<file path="src/design/dp_pkg.sv">
package dp_pkg;

	// Bus, register and memory sizes
	localparam int DATA_W = 32;
	localparam int NUM_GPR = 16;
	localparam int GPR_SEL_W = $clog2(NUM_GPR);
	localparam int SHAMT_W = $clog2(DATA_W);
	localparam int ADDR_W = 9;
	localparam int MEM_DEPTH = 512;

	// Instruction register fields
	localparam int RA_LSB = 23;
	localparam int RB_LSB = 19;
	localparam int RC_LSB = 15;
	localparam int C_W = 19;
	// Branch condition code sits in the low bits of the rb field
	localparam int COND_W = 2;

	typedef enum logic [4:0] {
		ALU_ADD  = 5'd0,
		ALU_SUB  = 5'd1,
		ALU_AND  = 5'd2,
		ALU_OR   = 5'd3,
		ALU_SHR  = 5'd4,
		ALU_SHRA = 5'd5,
		ALU_SHL  = 5'd6,
		ALU_ROR  = 5'd7,
		ALU_ROL  = 5'd8,
		ALU_MUL  = 5'd9,
		ALU_DIV  = 5'd10,
		ALU_NEG  = 5'd11,
		ALU_NOT  = 5'd12
	} alu_op_t;

	// Codes 1 to 15 are left free, matching the per-register encoder layout
	typedef enum logic [4:0] {
		SRC_GPR    = 5'd0,
		SRC_HI     = 5'd16,
		SRC_LO     = 5'd17,
		SRC_ZHI    = 5'd18,
		SRC_ZLO    = 5'd19,
		SRC_PC     = 5'd20,
		SRC_MDR    = 5'd21,
		SRC_INPORT = 5'd22,
		SRC_CSIGN  = 5'd23,
		SRC_NONE   = 5'd31
	} bus_src_t;

endpackage

</file>
<file path="src/design/gpr_if.sv">
`timescale 1ns/100ps

interface gpr_if;
	import dp_pkg::*;

	// One-hot register selects from field decode
	logic [NUM_GPR-1:0] wr_en;
	logic [NUM_GPR-1:0] rd_sel;
	logic               ba_out;

	// Selected register word toward the bus
	logic [DATA_W-1:0]  rd_data;

	modport decode (output wr_en, rd_sel, ba_out);

	modport regs (input wr_en, rd_sel, ba_out, output rd_data);

	modport mux (input rd_data);

endinterface

</file>
<file path="src/design/reg_file.sv">
`timescale 1ns/100ps

module reg_file (
	input  logic                      clk,
	input  logic                      rst,
	gpr_if.regs                       gpr,
	input  logic [dp_pkg::DATA_W-1:0] bus_data
);
	import dp_pkg::*;

	logic [DATA_W-1:0] regs [NUM_GPR];

	always_ff @(posedge clk) begin
		if (rst) begin
			for (int i = 0; i < NUM_GPR; i++)
				regs[i] <= '0;
		end else begin
			for (int i = 0; i < NUM_GPR; i++) begin
				if (gpr.wr_en[i])
					regs[i] <= bus_data;
			end
		end
	end

	// AND-OR read over the one-hot select
	always_comb begin
		gpr.rd_data = '0;
		for (int i = 0; i < NUM_GPR; i++) begin
			if (gpr.rd_sel[i])
				gpr.rd_data = gpr.rd_data | regs[i];
		end
		// r0 reads as zero when used as a base address
		if (gpr.ba_out && gpr.rd_sel[0])
			gpr.rd_data = '0;
	end

endmodule

</file>
<file path="src/flat_wrapper.sv">
// flat-port wrapper written by rule: the top's interface ports become plain ports
module reg_file_flat import dp_pkg::*;
  (clk, rst, bus_data, gpr_wr_en, gpr_rd_sel, gpr_ba_out, gpr_rd_data);
  gpr_if gpr_i ();
  input  logic clk;
  input  logic rst;
  input  logic [dp_pkg::DATA_W-1:0] bus_data;
  input wire logic [$bits(gpr_i.wr_en)-1:0] gpr_wr_en;
  input wire logic [$bits(gpr_i.rd_sel)-1:0] gpr_rd_sel;
  input wire logic [$bits(gpr_i.ba_out)-1:0] gpr_ba_out;
  output wire logic [$bits(gpr_i.rd_data)-1:0] gpr_rd_data;
  assign gpr_i.wr_en = gpr_wr_en;
  assign gpr_i.rd_sel = gpr_rd_sel;
  assign gpr_i.ba_out = gpr_ba_out;
  assign gpr_rd_data = gpr_i.rd_data;
  reg_file u_core (.clk(clk), .rst(rst), .gpr(gpr_i), .bus_data(bus_data));
endmodule
</file>
<file path="config.mk">
export PLATFORM = sky130hd
export DESIGN_NAME = reg_file_flat
export DESIGN_NICKNAME = d
export VERILOG_FILES = /design/src/design/dp_pkg.sv /design/src/design/gpr_if.sv /design/src/design/reg_file.sv /design/src/flat_wrapper.sv
export SDC_FILE = /design/constraint.sdc
export NUM_CORES = 1
export LEC_CHECK = 0
export BUFFER_PORTS_ARGS = -buffer_cell sky130_fd_sc_hd__buf_4
export CORE_ASPECT_RATIO = 0.5
export CORE_UTILIZATION = 66
export CTS_CLUSTER_SIZE = 28
export DETAILED_ROUTE_END_ITERATION = 8
export PLACE_DENSITY = 0.9
export SKIP_CTS_REPAIR_TIMING = 1
export SYNTH_ARGS = -nofsm -noshare
export SYNTH_HDL_FRONTEND = slang
export SYNTH_SLANG_ARGS = --single-unit
export TNS_END_PERCENT = 1
</file>
<file path="constraint.sdc">
create_clock -name clk -period 2.4 [get_ports clk]
set_input_delay 0.36 -clock clk [delete_from_list [all_inputs] [get_ports clk]]
set_output_delay 0.36 -clock clk [all_outputs]
set_load 0.01 [all_outputs]
</file>
After elaboration in Yosys (flattened, before gate mapping)
Memory sizes are Yosys's and may differ from the RTL's.
Cells that the tools add are included.
- multiplexer cells: 83
- bitwise operators: 31
- reduce and logical (&&, ||, !) cells: 1
- operator list (cell ; count):
    $mux W32 ; 33
    $or A32 B32 Y32 ; 15
    $mux W1 ; 50
    $or A1 B1 Y1 ; 16
    $logic_and A1 B1 Y1 ; 1
- register bits: 0
- bits in writable memories: 512
- input port bits: 67
- output and inout port bits: 32
- word-level logic and storage cells: 116
- memories: 1
- memories (memory ; depth ; bits a word ; read ports ; clocked after memory_dff ; wr ports ; line ; source):
    u_core.regs ; 16 ; 32 ; 16 ; 0 ; 16 ; reg_file.sv:11 ; logic [DATA_W-1:0] regs [NUM_GPR];

Depth between registers and ports, before layout
- depth in word-level cells: 32
- gate-level depth with buffers: 5

Worst setup path before layout
No wires, ideal clock.
- path type: input-to-reg
- from: in rst
- to: mem u_core.regs[0][0] (enable)
- arrival time: 1.288 ns
- required time: 2.025 ns
- setup slack: 0.737 ns
- cell stages on the path: 3
- buffers on the path: 2
- path through: clkbuf_1 clkbuf_1 or2_2
- RTL lines (what ; line ; source):
    start, declared ; flat_wrapper.sv:6 ; input logic rst;
    end, declared ; reg_file.sv:11 ;

==> flow_summary.ini <==
[yosys]
syn_area_mm2 = 0.0210
synthTopCellsByArea = edfxtp_1 (73%), and2_1 (9.6%), a22o_1 (3.9%), a221oi_1 (2.8%), a22oi_1 (2.3%)
yosys-top-cells-count = edfxtp_1 (512), and2_1 (321), a22o_1 (94)
async_flop_share_pct = 0
yosysTopAreaCellShare_pct = 73.2
ys.flop_type = edfxtp_1
synthMostInstantiatedCell = edfxtp_1
yosys.area.top_type = edfxtp_1
yosys_register_bits = 512
synth_nets = 1388
yosys_warnings = 0
syn_inst = 1321
postSynthAreaPerCell_um2 = 15.9
ys_seq_area_share_pct = 73.2
synth_edf_count = 512
synth.distinct_cells = 16

[timing]
worstMarginPinSlew_ns = 1.32
rsz0062_at_grt = true
finalSetupViolCount = 1
worst_slack_ns = -0.0215
fmax_ghz = 0.413
fin_crit_sh_pct = 101
hold_viol_final = 0
final.min_clock_period_ns = 2.42
max_slew_margin_pct = 12.1
slew_violations = 0

[finish]
final_nets = 1461
final_layout_size_suffix_gt1_share_pct = 17.6
regMostFlops = u_core.regs
largest_register_ffs = 512
syn_to_final_growth_pct = 11.7
final_cell_count_no_fill = 1846
antenna_cells = 0
top_regs = u_core.regs: 512 flops

[global_routing]
antenna_found_initial = 0
grt_use_total_pct = 36.8
grt_max_degree = 49
grt-ovfl-total = 0
grt_pass1_wl_um = 85500
grt_pass1_vias = 13700

[cts]
root_buffer = clkbuf_16
clk_pin_slew_worst_paths_ns = 0.07
cts_sinks = 512
h-tree-depth = 2
clock_path_buffers = 3
numCtsBuffers = 43
cts_tree = built

[route]
drc = 0
postRouteAntennaNets = 0
drt-pass1-iter-count = 5
vias = 13500
finalWirelength_um = 58800
drt_iter0_markers = 2326
post_drt_wl_per_cell_um = 31.9
viasPerCell = 7.29

[hold_path]
hold_start = bus_data[11]
min_path_type = primary input to flop

[critical_path]
max_stage_delay_ns = 0.43
crit_start = u_core.regs[0][176]
crit_fanout = 1
cp.arrival_ns = 2.06
critPathKind = flop to output port
crit_slowest_cell = a221oi_1
crit_chain = a22o_1 -> a221oi_1 -> a31oi_1 -> buf_4
critPathCaptureType = output port
cp-start-kind = flop
cp.required_ns = 2.04

[placed_design]
port_buffers = 98
dp_hpwl_um = 31800
dpl_worst_slack_ns = 0.271
dp_cells = 1772
place.gp.congestion = 0.796

[power]
power-per-cell-area_mw_per_mm2 = 825
leakage_nw = 8.77
vdd_drop_max_mv = 0.616

[floorplan]
die_width_um = 254
initial_core_util_pct = 68.2
die_h_um = 128
design.die.area_mm2 = 0.0326
fp.coreArea_mm2 = 0.0308
rows = 45
io_pins = 99

[status]
outcome = complete, but fails checks
violations = setup timing

[run]
drv_cap = 0
==> logic make-up (layout without fill, tap and decap cells) <==
group / count (synthesis) / in the layout / synth area share [%]
buffers and inverters: 120 / 222 / 2.72
AO/OA/AOI/OAI: 288 / 288 / 12.1
flip-flops: 512 / 512 / 73.2
AND/OR/NAND/NOR: 401 / 401 / 11.9
==> layer usage <==
metal  track usage [%]  wire, um  up-vias
met1              46.9     19000     6459
met5                 0         0        -
met4              20.4      3000        0
met3              9.52      9060      268
li1                  -         -     5267
met2              58.6     27800     1471
==> layout by cell type (no fill, tap or decap), drive strengths merged, types with 16 or more instances in the layout <==
| cell type | synthesis | layout |
|---|---|---|
| edfxtp | 512 | 512 |
| and2 | 321 | 321 |
| a221oi | 96 | 96 |
| a22oi | 64 | 64 |
| a22o | 96 | 96 |
| clkbuf | 72 | 53 |
| and3 | 32 | 32 |
| clkinv | 0 | 18 |
| or2 | 16 | 16 |
| buf | 48 | 148 |
| nor2b | 32 | 32 |
| a31oi | 32 | 32 |
==> worst paths after layout <==
path  cells after the start            endpoint
max                       4     gpr_rd_data[16]
min                       3  u_core.regs[1][75]
==> worst max-delay path: cells and delay by family, from the launching register on <==
kind,cells,cell delay [ns]
compound gates,3,0.92
flops,1,0.37
buf+inv,1,0.20
==> metrics by stage <==
step	power, mW	area, um2	utilization, %	setup TNS, ns	hold slack, ns
after global routing	19.7	23500	76.2	-0.0147	0.361
after CTS	19.2	23400	76.1	0	0.331
after global placement	12.7	22200	72.1	0	0.861
after detailed placement	12.9	22200	72.1	0	0.866
after floorplan	12.0	21000	-	0	0.558
final	19.4	23500	76.2	-0.0215	0.347
==> power breakdown <==
group,internal (mW),switching (mW)
registers,10.7,0.294
logic,0.689,1.15
clock network,3.41,3.15
==> layout make-up <==
type / instances / area, um2
sequential: 512 / 15400
fill: 1486 / 7340
multi-input combinational: 689 / 5070
timing repair buffer: 148 / 1240
clock buffer: 53 / 1110
tap: 423 / 529
clock inverter: 21 / 133
No activity file was read; power rests on OpenSTA's default activity.
