<file path="src/design/dp_pkg.sv">
package dp_pkg;

	// Bus, register and memory sizes
	localparam int DATA_W = 32;
	localparam int NUM_GPR = 16;
	localparam int GPR_SEL_W = $clog2(NUM_GPR);
	localparam int SHAMT_W = $clog2(DATA_W);
	localparam int ADDR_W = 9;
	localparam int MEM_DEPTH = 512;

	// Instruction register fields
	localparam int RA_LSB = 23;
	localparam int RB_LSB = 19;
	localparam int RC_LSB = 15;
	localparam int C_W = 19;
	// Branch condition code sits in the low bits of the rb field
	localparam int COND_W = 2;

	typedef enum logic [4:0] {
		ALU_ADD  = 5'd0,
		ALU_SUB  = 5'd1,
		ALU_AND  = 5'd2,
		ALU_OR   = 5'd3,
		ALU_SHR  = 5'd4,
		ALU_SHRA = 5'd5,
		ALU_SHL  = 5'd6,
		ALU_ROR  = 5'd7,
		ALU_ROL  = 5'd8,
		ALU_MUL  = 5'd9,
		ALU_DIV  = 5'd10,
		ALU_NEG  = 5'd11,
		ALU_NOT  = 5'd12
	} alu_op_t;

	// Codes 1 to 15 are left free, matching the per-register encoder layout
	typedef enum logic [4:0] {
		SRC_GPR    = 5'd0,
		SRC_HI     = 5'd16,
		SRC_LO     = 5'd17,
		SRC_ZHI    = 5'd18,
		SRC_ZLO    = 5'd19,
		SRC_PC     = 5'd20,
		SRC_MDR    = 5'd21,
		SRC_INPORT = 5'd22,
		SRC_CSIGN  = 5'd23,
		SRC_NONE   = 5'd31
	} bus_src_t;

endpackage

</file>
<file path="src/design/instr_unit.sv">
`timescale 1ns/100ps

module instr_unit (
	input  logic                      clk,
	input  logic                      rst,
	input  logic                      pc_in,
	input  logic                      pc_inc,
	input  logic                      ir_in,
	input  logic                      con_in,
	input  logic [dp_pkg::DATA_W-1:0] bus_data,
	output logic [dp_pkg::DATA_W-1:0] pc_data,
	output logic [dp_pkg::DATA_W-1:0] ir_data,
	output logic                      con_out
);
	import dp_pkg::*;

	logic bus_zero;
	logic bus_neg;
	logic cond_met;

	assign bus_zero = (bus_data == '0);
	assign bus_neg  = bus_data[DATA_W-1];

	// Branch condition from the C2 field of the IR
	always_comb begin
		case (ir_data[RB_LSB +: COND_W])
			2'b00:   cond_met = bus_zero;
			2'b01:   cond_met = !bus_zero;
			2'b10:   cond_met = !bus_neg && !bus_zero;
			default: cond_met = bus_neg;
		endcase
	end

	always_ff @(posedge clk) begin
		if (rst) begin
			pc_data <= '0;
			ir_data <= '0;
			con_out <= 1'b0;
		end else begin
			// Increment wins over a bus load
			if (pc_inc)
				pc_data <= pc_data + 1'b1;
			else if (pc_in)
				pc_data <= bus_data;
			if (ir_in)
				ir_data <= bus_data;
			if (con_in)
				con_out <= cond_met;
		end
	end

endmodule

</file>
<file path="config.mk">
export PLATFORM = sky130hd
export DESIGN_NAME = instr_unit
export DESIGN_NICKNAME = d
export VERILOG_FILES = /design/src/design/dp_pkg.sv /design/src/design/instr_unit.sv
export SDC_FILE = /design/constraint.sdc
export NUM_CORES = 1
export LEC_CHECK = 0
export ABC_AREA = 1
export BUFFER_PORTS_ARGS = -buffer_cell sky130_fd_sc_hd__buf_2
export CAP_MARGIN = 20
export CORE_ASPECT_RATIO = 0.5
export CORE_MARGIN = 2
export CORE_UTILIZATION = 52
export CTS_CLUSTER_DIAMETER = 40
export CTS_CLUSTER_SIZE = 8
export DETAILED_ROUTE_END_ITERATION = 10
export GPL_TIMING_DRIVEN = 0
export PLACE_DENSITY = 0.81
export SYNTH_ARGS = -nofsm -noshare
export SYNTH_HDL_FRONTEND = slang
export SYNTH_SLANG_ARGS = --single-unit
</file>
<file path="constraint.sdc">
create_clock -name clk -period 1.7 [get_ports clk]
set_input_delay 0.34 -clock clk [delete_from_list [all_inputs] [get_ports clk]]
set_output_delay 0.34 -clock clk [all_outputs]
set_load 0.1 [all_outputs]
</file>
---- Yosys cells after proc, flatten, opt, wreduce, memory -nomap -nowiden ----
Cells that the tools add are included.
word-level totals
  register bits after elaboration ......... 65
  input port bits ......................... 38
  output and inout port bits .............. 65
  logic and storage cells ................. 15
cells by class
  add/sub/neg operators ................... 1
  eq/ne operators ......................... 2
  muxes and demuxes ....................... 3
  reduce and logical (&&, ||, !) cells .... 6
operator list
  kind                                                             number
  32-bit two-way mux                                               2
  32-bit by 1-bit adder with 32-bit output, second input constant  1
  32-bit logical NOT                                               1
  1-bit one-hot mux with 3 select lines                            1
  2-bit by 1-bit == test with 1-bit output, second input constant  1
  2-bit == test, second input constant                             1
  1-bit logical NOT                                                2
  2-bit logical NOT                                                1
  2-bit nonzero test                                               1
  1-bit logical AND                                                1

---- Depth between registers and ports, before layout ----
  word-level depth ........................ 4
  depth in mapped cells ................... 10
  depth with buffers taken out ............ 10

---- Worst setup path after synthesis ----
OpenSTA, ideal clock, no wires.
  path kind ............................... reg-to-reg
  start ................................... register pc_data[0] in the netlist's numbering
  end ..................................... register pc_data[22] in the netlist's numbering
  arrival time ............................ 2269 ps
  required time ........................... 1572 ps
  path slack .............................. -697 ps
  cell stages (with the launch flop) ...... 11
  clock period less this slack ............ 2397 ps
  cell sequence ........................... dfxtp_1 > ha_1 > nand2_1 > nor2_2 > nand2_2 > nor2_4 > nand2_2 > nor2_1 > nand2_1 > a31oi_1 > nor2_1
on the way
  word-level cells in the longest chain between the ends .. 2
RTL lines
  item                                      RTL line          RTL
  from (decl)                               instr_unit.sv:11  output logic [dp_pkg::DATA_W-1:0] pc_data,
  from (signal assigned)                    instr_unit.sv:42  pc_data <= pc_data + 1'b1;
  from (signal assigned)                    instr_unit.sv:44  pc_data <= bus_data;
  32-bit by 1-bit adder with 32-bit output  instr_unit.sv:42
  32-bit two-way mux                        instr_unit.sv:41  if (pc_inc)
Every way passes these cells.
A chain may end at the register's enable or synchronous reset.

---- Worst setup path after layout ----
  start ................................... register pc_data[0] in the netlist's numbering
  end ..................................... register pc_data[20] in the netlist's numbering
Same word-level chain as after synthesis.

==> summary.md <==
| Metric | Value |
|---|---|
| Outcome | `complete, no violations` |
| Residual DRC | `0` |
| Total Routed Length | `12000 um` |
| H-tree depth | `3` |
| Area delta synth->final | `28.5%` |
| Hold slack | `0.263 ns` |
| Cell Area, Placed | `4220 um2` |
| Post-synth top area share | `36.9%` |
| Fillers | `640` |
| Comb power frac | `26.7%` |
| Number of synthesized register bits | `65` |
| RSZ-0062 raised after global routing | `true` |
| Fmax | `0.617 GHz` |
| Detail Route Antenna Nets | `0` |
| Number of I/O pins | `103` |
| Vias in the first global route | `3683` |
| Die Span Y | `62.2 um` |
| GRT busiest layer | `met1` |
| Vias/cell | `5.58` |
| Most frequent cells in the layout | `124 x nand2_1, 103 x buf_2, 90 x nor2_1` |
| Min Clock Period, post-route | `1.62 ns` |
| Post-synth top area cell | `dfxtp_1` |
| WP data required | `1.90 ns` |
| Pre-CTS setup slack | `-0.0172 ns` |
| HP Start | `con_in` |
| GRT met1 Usage | `50.3%` |
| Worst path max stage delay | `0.38 ns` |
| Clock latency on the worst-skew pair | `0.34 ns` |
| Peak fanout along the critical path | `5` |
| Crit path from | `pc_data[0]` |
| Fin crit share | `95.3%` |
| Starting Density | `53.2%` |
| Clk slew on worst S/H paths | `0.06 ns` |
| Clock Skew | `0.00673 ns` |
| Die X | `120 um` |
| Vias | `4261` |
| Synth async-reset ratio | `0%` |
| Clk root buf | `clkbuf_16` |
| CTS buffer count | `9` |
| Clock sinks | `65` |
| # hold bufs at CTS | `0` |
| Peak VDD IR | `0.615 mV` |
| Area occupied by registers | `1360 um2` |
| Top cells by area, synth | `dfxtp_1 37%, nand2_1 13%, nor2_1 9.6%` |
| All-layer global routing usage | `33.2%` |
| Synth unique cells | `34` |
| Startpoint Class | `flip-flop` |
| Sequential share of power | `35.6%` |
| Delay-heaviest family, CP | `simple AND/OR/NAND/NOR gates` |
| Clock Power Share | `37.7%` |
| Worst Tran Pin Value | `0.675 ns` |
| Synth Warn # | `0` |
| Crit Path Category | `flip-flop to flip-flop` |
| CTS tree | `done` |
| Initial DRT Pass Iterations | `6` |
| # rows | `21` |
| Crit path DAT | `1.82 ns` |
| Layout Nets | `706` |
| Initial antenna violation count | `0` |
| Pwr Density | `1070 nW/um2` |
| Pin count of the biggest net entering global routing | `13` |
| Switching share of total power | `38.5%` |
| Crit-path cells | `ha_4 -> nand2_1 -> nor2_2 -> nand2_2 -> nor2_4 -> nand3_1 -> xor2_1 -> a21oi_1 -> nor2_1` |
| Placeable Area | `6620 um2` |
| Multi-input logic area | `1930 um2` |
| DR iter-0 viols | `444` |
| NetSw | `1.87 mW` |
| WL/cell | `15.7 um` |
| P_int | `2.99 mW` |
| Post-synth EDFFs | `0` |
| Max-Cap Viols | `0` |
| First-pass GRT wire length | `19300 um` |
| Ant diodes | `0` |
| Path category of the worst min-delay check | `input pin to flip-flop` |
| Worst r2r src | `pc_data[0]` |
| Port Buf Inserts | `101` |
| Ys flop type | `dfxtp_1` |
| Leak pwr | `1.97 nW` |
| DP HPWL | `9130 um` |
| Most common cell after layout, fill and taps aside | `nand2_1` |
| Syn nets | `591` |
| Clock tree buffer depth | `2` |
| Final Max Slew Viols | `0` |
| Mapped cell area | `3520 um2` |
| Die Area | `7490 um2` |
| Routability cong. | `0.960` |
| Slowest-stage cell, CP | `dfxtp_4` |
| Congestion Overflow GR | `0` |
| CP Buf/Inv Count | `0` |
| Met3 GRT Util | `9.47%` |
| Final Hold Vio Count | `0` |
| Gate count of the mapped netlist | `552` |
| Avg Inst Size Synth | `6.38 um2` |
| Final worst-path setup slack | `0.0802 ns` |
| Share of layout cells above drive strength 1 | `25.6%` |
| Final setup viols | `0` |
| Max_slew headroom | `55.0%` |
| Met2 Use GR | `45.8%` |
| Design area | `4530 um2` |
| Worst setup EP type | `flip-flop` |
| Register area share after synthesis | `36.9%` |
## registers in the layout, indices dropped and copies added, names as in the netlist
register and count:
con_out 1, ir_data 32, pc_data 32
## Yosys cell counts (3+ instances only)
| cell type | instances |
|---|---|
| nand4_1 | 7 |
| clkbuf_1 | 18 |
| nor3_1 | 10 |
| a31oi_1 | 7 |
| nand2_2 | 5 |
| dfxtp_1 | 65 |
| nand3_1 | 25 |
| inv_2 | 3 |
| nor2_2 | 5 |
| nand2_1 | 124 |
| nor2_1 | 90 |
| inv_1 | 53 |
| nand3b_1 | 9 |
| a21oi_1 | 45 |
| xor2_1 | 5 |
| o21ai_0 | 54 |
| o22ai_1 | 4 |
## routing by layer
layer / vias to the layer above / share of wire [%]
met1: 1998 / 48
met2: 212 / 41
li1: 2035 / -
met3: 16 / 10
met5: - / 0
met4: 0 / 1.2
## final timing paths
path | to | slack (ns) | depth (start not counted)
max | pc_data[20] | 0.08 | 9
max reg2reg | pc_data[20] | 0.08 | 9
min | con_out | 0.26 | 4
min reg2reg | con_out | 0.47 | 2
## final cells by class
type	count	area share, %
timing repair buffer	104	11.7
sequential	65	30.1
clock inverter	5	1.22
clock buffer	11	5.14
multi-input combinational	408	42.7
tap	92	2.54
inverter	57	4.73
buffer	22	1.96
## power by group through the flow
stage	Combinational, mW	Clock, mW	Sequential (mW)
CTS	1.29	1.84	1.73
detailed placement	1.28	0	1.76
finish	1.30	1.83	1.73
global route	1.36	1.94	1.74
global placement	1.27	0	1.76
floorplan	0.279	0	2.49
## through the flow
step / power, mW / std cells / utilization [%] / TNS (ns)
2_1_floorplan: 2.77 / 552 / - / -0.0130
3_3_place_gp: 3.03 / 745 / 63.7 / -0.0343
3_5_place_dp: 3.04 / 745 / 63.7 / -0.0172
4_1_cts: 4.86 / 761 / 68.0 / 0
5_1_grt: 5.05 / 764 / 68.4 / -0.0517
6_report: 4.86 / 764 / 68.4 / 0
## kinds of logic after synthesis
| kind of cell | share of synthesized area (%) |
|---|---|
| xor+xnor | 1.49 |
| compound gates | 18.4 |
| flops | 36.9 |
| fa+ha+maj | 0.355 |
| simple gates | 34.2 |
| buf+inv | 8.59 |
## worst reg2reg max path, stage by stage, from the launching register on
cell and delay (ns):
dfxtp_4 0.38, ha_4 0.14, nand2_1 0.06, nor2_2 0.15, nand2_2 0.12, nor2_4 0.16
nand3_1 0.10, xor2_1 0.16, a21oi_1 0.14, nor2_1 0.06
## what timing repair did
action                                 in CTS  in global routing
buffers inserted                            0                  3
setup endpoints to repair                   0                  5
gates resized for setup                     0                  1
endpoints found under the hold margin       0                  0
Power figures use the tool's default switching activity.
