[src/design/dp_pkg.sv]
package dp_pkg;

	// Bus, register and memory sizes
	localparam int DATA_W = 32;
	localparam int NUM_GPR = 16;
	localparam int GPR_SEL_W = $clog2(NUM_GPR);
	localparam int SHAMT_W = $clog2(DATA_W);
	localparam int ADDR_W = 9;
	localparam int MEM_DEPTH = 512;

	// Instruction register fields
	localparam int RA_LSB = 23;
	localparam int RB_LSB = 19;
	localparam int RC_LSB = 15;
	localparam int C_W = 19;
	// Branch condition code sits in the low bits of the rb field
	localparam int COND_W = 2;

	typedef enum logic [4:0] {
		ALU_ADD  = 5'd0,
		ALU_SUB  = 5'd1,
		ALU_AND  = 5'd2,
		ALU_OR   = 5'd3,
		ALU_SHR  = 5'd4,
		ALU_SHRA = 5'd5,
		ALU_SHL  = 5'd6,
		ALU_ROR  = 5'd7,
		ALU_ROL  = 5'd8,
		ALU_MUL  = 5'd9,
		ALU_DIV  = 5'd10,
		ALU_NEG  = 5'd11,
		ALU_NOT  = 5'd12
	} alu_op_t;

	// Codes 1 to 15 are left free, matching the per-register encoder layout
	typedef enum logic [4:0] {
		SRC_GPR    = 5'd0,
		SRC_HI     = 5'd16,
		SRC_LO     = 5'd17,
		SRC_ZHI    = 5'd18,
		SRC_ZLO    = 5'd19,
		SRC_PC     = 5'd20,
		SRC_MDR    = 5'd21,
		SRC_INPORT = 5'd22,
		SRC_CSIGN  = 5'd23,
		SRC_NONE   = 5'd31
	} bus_src_t;

endpackage

[src/design/gpr_if.sv]
`timescale 1ns/100ps

interface gpr_if;
	import dp_pkg::*;

	// One-hot register selects from field decode
	logic [NUM_GPR-1:0] wr_en;
	logic [NUM_GPR-1:0] rd_sel;
	logic               ba_out;

	// Selected register word toward the bus
	logic [DATA_W-1:0]  rd_data;

	modport decode (output wr_en, rd_sel, ba_out);

	modport regs (input wr_en, rd_sel, ba_out, output rd_data);

	modport mux (input rd_data);

endinterface

[src/design/bus_mux.sv]
`timescale 1ns/100ps

module bus_mux (
	input  logic                      r_out,
	input  logic                      ba_out,
	input  logic                      hi_out,
	input  logic                      lo_out,
	input  logic                      zhi_out,
	input  logic                      zlo_out,
	input  logic                      pc_out,
	input  logic                      mdr_out,
	input  logic                      inport_out,
	input  logic                      c_out,
	gpr_if.mux                        gpr,
	input  logic [dp_pkg::DATA_W-1:0] hi_data,
	input  logic [dp_pkg::DATA_W-1:0] lo_data,
	input  logic [dp_pkg::DATA_W-1:0] zhi_data,
	input  logic [dp_pkg::DATA_W-1:0] zlo_data,
	input  logic [dp_pkg::DATA_W-1:0] pc_data,
	input  logic [dp_pkg::DATA_W-1:0] mdr_data,
	input  logic [dp_pkg::DATA_W-1:0] inport_reg,
	input  logic [dp_pkg::DATA_W-1:0] c_sign_ext,
	output logic [dp_pkg::DATA_W-1:0] bus_data
);
	import dp_pkg::*;

	bus_src_t bus_src;

	// Strobe encoder
	always_comb begin
		bus_src = SRC_NONE;
		if (r_out | ba_out)
			bus_src = SRC_GPR;
		else if (hi_out)
			bus_src = SRC_HI;
		else if (lo_out)
			bus_src = SRC_LO;
		else if (zhi_out)
			bus_src = SRC_ZHI;
		else if (zlo_out)
			bus_src = SRC_ZLO;
		else if (pc_out)
			bus_src = SRC_PC;
		else if (mdr_out)
			bus_src = SRC_MDR;
		else if (inport_out)
			bus_src = SRC_INPORT;
		else if (c_out)
			bus_src = SRC_CSIGN;
	end

	always_comb begin
		case (bus_src)
			SRC_GPR:    bus_data = gpr.rd_data;
			SRC_HI:     bus_data = hi_data;
			SRC_LO:     bus_data = lo_data;
			SRC_ZHI:    bus_data = zhi_data;
			SRC_ZLO:    bus_data = zlo_data;
			SRC_PC:     bus_data = pc_data;
			SRC_MDR:    bus_data = mdr_data;
			SRC_INPORT: bus_data = inport_reg;
			SRC_CSIGN:  bus_data = c_sign_ext;
			default:    bus_data = '0;
		endcase
	end

endmodule

[src/flat_wrapper.sv]
// flat-port wrapper written by rule: the top's interface ports become plain ports
module bus_mux_flat import dp_pkg::*;
  (r_out, ba_out, hi_out, lo_out, zhi_out, zlo_out, pc_out, mdr_out, inport_out, c_out, hi_data, lo_data, zhi_data, zlo_data, pc_data, mdr_data, inport_reg, c_sign_ext, bus_data, gpr_rd_data);
  gpr_if gpr_i ();
  input  logic r_out;
  input  logic ba_out;
  input  logic hi_out;
  input  logic lo_out;
  input  logic zhi_out;
  input  logic zlo_out;
  input  logic pc_out;
  input  logic mdr_out;
  input  logic inport_out;
  input  logic c_out;
  input  logic [dp_pkg::DATA_W-1:0] hi_data;
  input  logic [dp_pkg::DATA_W-1:0] lo_data;
  input  logic [dp_pkg::DATA_W-1:0] zhi_data;
  input  logic [dp_pkg::DATA_W-1:0] zlo_data;
  input  logic [dp_pkg::DATA_W-1:0] pc_data;
  input  logic [dp_pkg::DATA_W-1:0] mdr_data;
  input  logic [dp_pkg::DATA_W-1:0] inport_reg;
  input  logic [dp_pkg::DATA_W-1:0] c_sign_ext;
  output logic [dp_pkg::DATA_W-1:0] bus_data;
  input wire logic [$bits(gpr_i.rd_data)-1:0] gpr_rd_data;
  assign gpr_i.rd_data = gpr_rd_data;
  bus_mux u_core (.r_out(r_out), .ba_out(ba_out), .hi_out(hi_out), .lo_out(lo_out), .zhi_out(zhi_out), .zlo_out(zlo_out), .pc_out(pc_out), .mdr_out(mdr_out), .inport_out(inport_out), .c_out(c_out), .gpr(gpr_i), .hi_data(hi_data), .lo_data(lo_data), .zhi_data(zhi_data), .zlo_data(zlo_data), .pc_data(pc_data), .mdr_data(mdr_data), .inport_reg(inport_reg), .c_sign_ext(c_sign_ext), .bus_data(bus_data));
endmodule
[config.mk]
export PLATFORM = sky130hd
export DESIGN_NAME = bus_mux_flat
export DESIGN_NICKNAME = d
export VERILOG_FILES = /design/src/design/dp_pkg.sv /design/src/design/gpr_if.sv /design/src/design/bus_mux.sv /design/src/flat_wrapper.sv
export SDC_FILE = /design/constraint.sdc
export NUM_CORES = 1
export LEC_CHECK = 0
export ABC_AREA = 0
export CAP_MARGIN = 10
export CORE_AREA = 2 2 126 128
export DETAILED_ROUTE_END_ITERATION = 8
export DIE_AREA = 0 0 128 130
export DONT_BUFFER_PORTS = 1
export PLACE_DENSITY = 0.33
export SLEW_MARGIN = 25
export SYNTH_ARGS = -nofsm -noshare
export SYNTH_HDL_FRONTEND = slang
export SYNTH_SLANG_ARGS = --single-unit
[constraint.sdc]
create_clock -name vclk -period 3.85
set_input_delay 1.155 -clock vclk [all_inputs]
set_output_delay 1.155 -clock vclk [all_outputs]
set_load 0.01 [all_outputs]
# After elaboration in Yosys (flattened, before gate mapping)
# Cells that the tools add are included.
[word_totals]
regBits = 0
input_bits = 298
elab_cells = 20
[op_classes]
n_eq_ne = 8
muxes = 10
bitwise = 1
n_reduce_logical = 1
[op_table]
columns = ["operator", "n"]
rows = [
  ["32-bit case mux with 9 select lines", 1],
  ["5-bit == test, second input constant", 8],
  ["5-bit two-way mux", 8],
  ["5-bit zero test", 1],
  ["4-bit two-way mux", 1],
  ["1-bit OR", 1],
]

# Logic depth before layout (Yosys ltp)
[depth]
depth_word = 11
mapped_depth = 7
mapped_depth_nobuf = 4

# Least setup slack after synthesis
# No wires, ideal clock.
[synth_path]
path_kind = "input-to-output"
start = "input lo_out"
end = "output bus_data[20] (netlist name)"
arrival_time_ps = 2704
t_required_ps = 2695
setup_slack_ps = -9
stages = 5
n_path_buf = 1
cell_sequence = "clkbuf_1 -> or4_4 -> nand2b_4 -> or4_1 -> o211ai_2"
[synth_via]
elab_chain_len = 5
elab_cells_between_ends = 13
cone_classes = "8 x eq/ne; 4 x mux; 1 x reduce/logical"
[synth_lines]
columns = ["item", "line", "text"]
rows = [
  ["from (decl)", "flat_wrapper.sv:8", "input logic lo_out;"],
  ["5-bit two-way mux *", "bus_mux.sv:36", "else if (lo_out)"],
  ["5-bit two-way mux *", "bus_mux.sv:34", "else if (hi_out)"],
  ["5-bit two-way mux *", "bus_mux.sv:32", "if (r_out | ba_out)"],
  ["5-bit == test / 5-bit zero test (equally long branches)", "bus_mux.sv:53", "case (bus_src)"],
  ["32-bit case mux with 9 select lines *", "bus_mux.sv:53", ""],
  ["to (decl)", "flat_wrapper.sv:23", "output logic [dp_pkg::DATA_W-1:0] bus_data;"],
]
# Mark *: on every way between the ends. The rest lies on a longest branch, timed or not.

# Worst setup path after layout
[layout_path]
start = "input hi_out"
end = "output bus_data[29] (netlist name)"
[layout_via]
elab_chain_len = 4
elab_cells_between_ends = 12
cone_classes = "8 x eq/ne; 3 x mux; 1 x reduce/logical"
[layout_lines]
columns = ["item", "line", "text"]
rows = [
  ["from (decl)", "flat_wrapper.sv:7", "input logic hi_out;"],
  ["5-bit two-way mux *", "bus_mux.sv:34", ""],
  ["5-bit two-way mux *", "bus_mux.sv:32", ""],
  ["5-bit == test / 5-bit zero test (equally long branches)", "bus_mux.sv:53", ""],
  ["32-bit case mux with 9 select lines *", "bus_mux.sv:53", ""],
]
# Marks and branches as above.

==> qor.yml <==
critical_path_buf_inv_count: 3
fillCellCount: 1796
grt_max_degree: 67
avgViaCountPerCell: 5.97
power.net_switching_mw: 0.131
final.setup.worst_slack_ns: 0.0160
synth.cell_area_sq_mm: 0.00240
crit_chain: "or4_4, buf_4, nor2_4, buf_12, clkbuf_16, a221oi_1, o311ai_1"
rows: 46
final_hold_viol_count: 0
critical-path-slowest-cell: "sky130_fd_sc_hd__a221oi_1"
critical-path-top-delay-family: "compound AO/OA/AOI/OAI gates"
post_synth.cell_area_avg_sq_um: 6.21
antenna_found_initial: 0
dp_worst_setup_slack_ns: -0.170
max_slew.worst_pin.slew_ns: 0.681
share_comb_of_total_power_pct: 100.0
min_to: "bus_data[31]"
synth_sequential_area_ratio_pct: 0
drcViolationCount: 0
report.final.slew_viol_count: 0
synth_warnings: 0
max-cap-violations: 0
pwr-share-clk_pct: 0
most_common_cell_after_layout_fill_and_taps_aside: "sky130_fd_sc_hd__nand2_1"
fp.coreArea_sq_mm: 0.0154
drive_gt1_share_pct: 12.6
ir_drop_uv: 22.7
gp_congestion: 0.775
postSynthCellCount: 387
nets_in_the_synthesized_netlist: 685
worst_ep_required_time_ns: 2.69
power.density_cell_area_mw_per_mm2: 91.4
vias_after_detailed_routing: 3325
diode_count: 0
drt_wl_total_mm: 15.4
slew_headroom_pct: 54.6
setup_viol: 0
clkbuf_count: 0
sequentialPowerShare_pct: 0
setup.worst_path.start_class: "input pin"
placedInstanceArea_sq_mm: 0.00271
die_area_sq_mm: 0.0166
maximum_clock_rate_mhz: 261
finalCritPeriodShare_pct: 99.6
grt_remaining_overflow: 0
detail_route.first_pass.iterations: 4
layout-area-overhead-vs-synth_pct: 18.8
rsz_0062_raised_after_global_routing: "true"
holdBufCountCts: 0
ant_nets: 0
finish.instance_area_sq_mm: 0.00286
p_leak_nw: 0.828
highest_count_cells_in_the_layout_ignoring_fill_and_taps: "70 x sky130_fd_sc_hd__nand2_1, 31 x sky130_fd_sc_hd__nand3b_1, 31 x sky130_fd_sc_hd__a22o_1"
critPathMaxFanout: 65
numSequentialCells: 0
die_h_microns: 130
num-nets-final: 665
min_period_ns: 3.83
dieWidth_microns: 128
worst_hold_path.num_cells: 1
cp_data_arrival_time_ns: 2.68
io_buffers: 0
critical_path.endpoint_type: "primary output"
ioPinCount: 330
iteration_0_drc_count_of_the_detailed_router: 148
timing_worst_setup_path_type: "in -> out"
track_usage_pct: 16.2
grt_pass1_vias: 3151
switching_share_pct: 50.0
outcome: "finished, final reports clean"
wire_length_of_the_first_global_routing_pass_mm: 19.8
worst_hold_startpoint: "zlo_out"
timing.critical_path.slowest_cell_delay_ns: 0.59
area_taken_by_multi_input_logic_gates_sq_mm: 0.00227
netlist-cell-type-count: 25
place.detailed.hpwl_mm: 13.0
sequential_cell_area_sq_um: 0
detail_route.wl_per_cell_microns: 27.6
floorplan.initialDensity_pct: 15.6
power.internal_mw: 0.131
classification_of_the_worst_slack_hold_path: "in -> out"
metal layers:
layer | part of all wire [%] | track usage (%) | vias up
li1 | - | - | 1524
met1 | 31 | 14.0 | 1539
met2 | 56 | 36.0 | 234
met3 | 8.1 | 2.79 | 28
met4 | 4.3 | 5.88 | 0
met5 | 0 | 0 | -
cell usage after synthesis, types with 2 or more instances:
master / number / area share, %
sky130_fd_sc_hd__nor2_1: 31 / 4.8
sky130_fd_sc_hd__buf_2: 3 / 0.62
sky130_fd_sc_hd__a211o_1: 4 / 1.5
sky130_fd_sc_hd__or4_1: 2 / 0.62
sky130_fd_sc_hd__a22oi_1: 4 / 1.2
sky130_fd_sc_hd__nand4_1: 3 / 0.78
sky130_fd_sc_hd__a2bb2oi_1: 28 / 10
sky130_fd_sc_hd__a221oi_1: 28 / 10
sky130_fd_sc_hd__o21ai_0: 4 / 0.83
sky130_fd_sc_hd__clkbuf_1: 50 / 7.8
sky130_fd_sc_hd__o311ai_1: 28 / 10
sky130_fd_sc_hd__o211ai_1: 4 / 1.2
sky130_fd_sc_hd__a22o_1: 31 / 11
sky130_fd_sc_hd__nand2_1: 70 / 11
sky130_fd_sc_hd__nand3b_1: 31 / 9.7
sky130_fd_sc_hd__a211oi_1: 28 / 8.7
sky130_fd_sc_hd__a21oi_1: 29 / 6.0
sky130_fd_sc_hd__nor2b_1: 2 / 0.52
logic make-up after synthesis:
family          share of synthesized area [%]
compound gates                           62.0
buf+inv                                  8.74
simple gates                             29.3
worst max path at each step:
stage / start / to / slack (ns) / depth (start not counted)
2_1_floorplan: lo_out / bus_data[20] / 0.09 / 5
3_3_place_gp: r_out / bus_data[27] / -0.17 / 5
3_5_place_dp: r_out / bus_data[27] / -0.17 / 5
4_1_cts: r_out / bus_data[27] / -0.03 / 6
5_1_grt: r_out / bus_data[21] / -0.04 / 6
6_report: hi_out / bus_data[29] / 0.02 / 7
power groups by stage:
stage          clock network (mW)  registers (mW)  logic [mW]
4_1_cts                         0               0       0.262
5_1_grt                         0               0       0.282
3_5_place_dp                    0               0       0.256
6_report                        0               0       0.261
3_3_place_gp                    0               0       0.255
2_1_floorplan                   0               0       0.208
stage by stage:
step	power, mW	hold slack, ns	instances	TNS, ns	utilization, %
detailed placement	0.256	2.46	553	-0.489	17.6
global route	0.282	2.47	557	-0.208	18.5
finish	0.261	2.47	557	0	18.5
CTS	0.262	2.46	553	-0.0362	17.8
floorplan	0.208	2.45	387	0	-
global placement	0.255	2.47	553	-0.384	17.6
timing repair:
action	4_1_cts	5_1_grt
buffers inserted	0	2
pin swaps	0	3
resized for setup	5	5
cloned	0	2
setup endpoints to repair	13	17
area by class of cell:
| class | count | area share, % |
|---|---|---|
| inverter | 1 | 0.131 |
| multi-input combinational | 332 | 79.4 |
| tap | 192 | 8.41 |
| timing repair buffer | 32 | 12.1 |
Power figures use the tool's default switching activity.
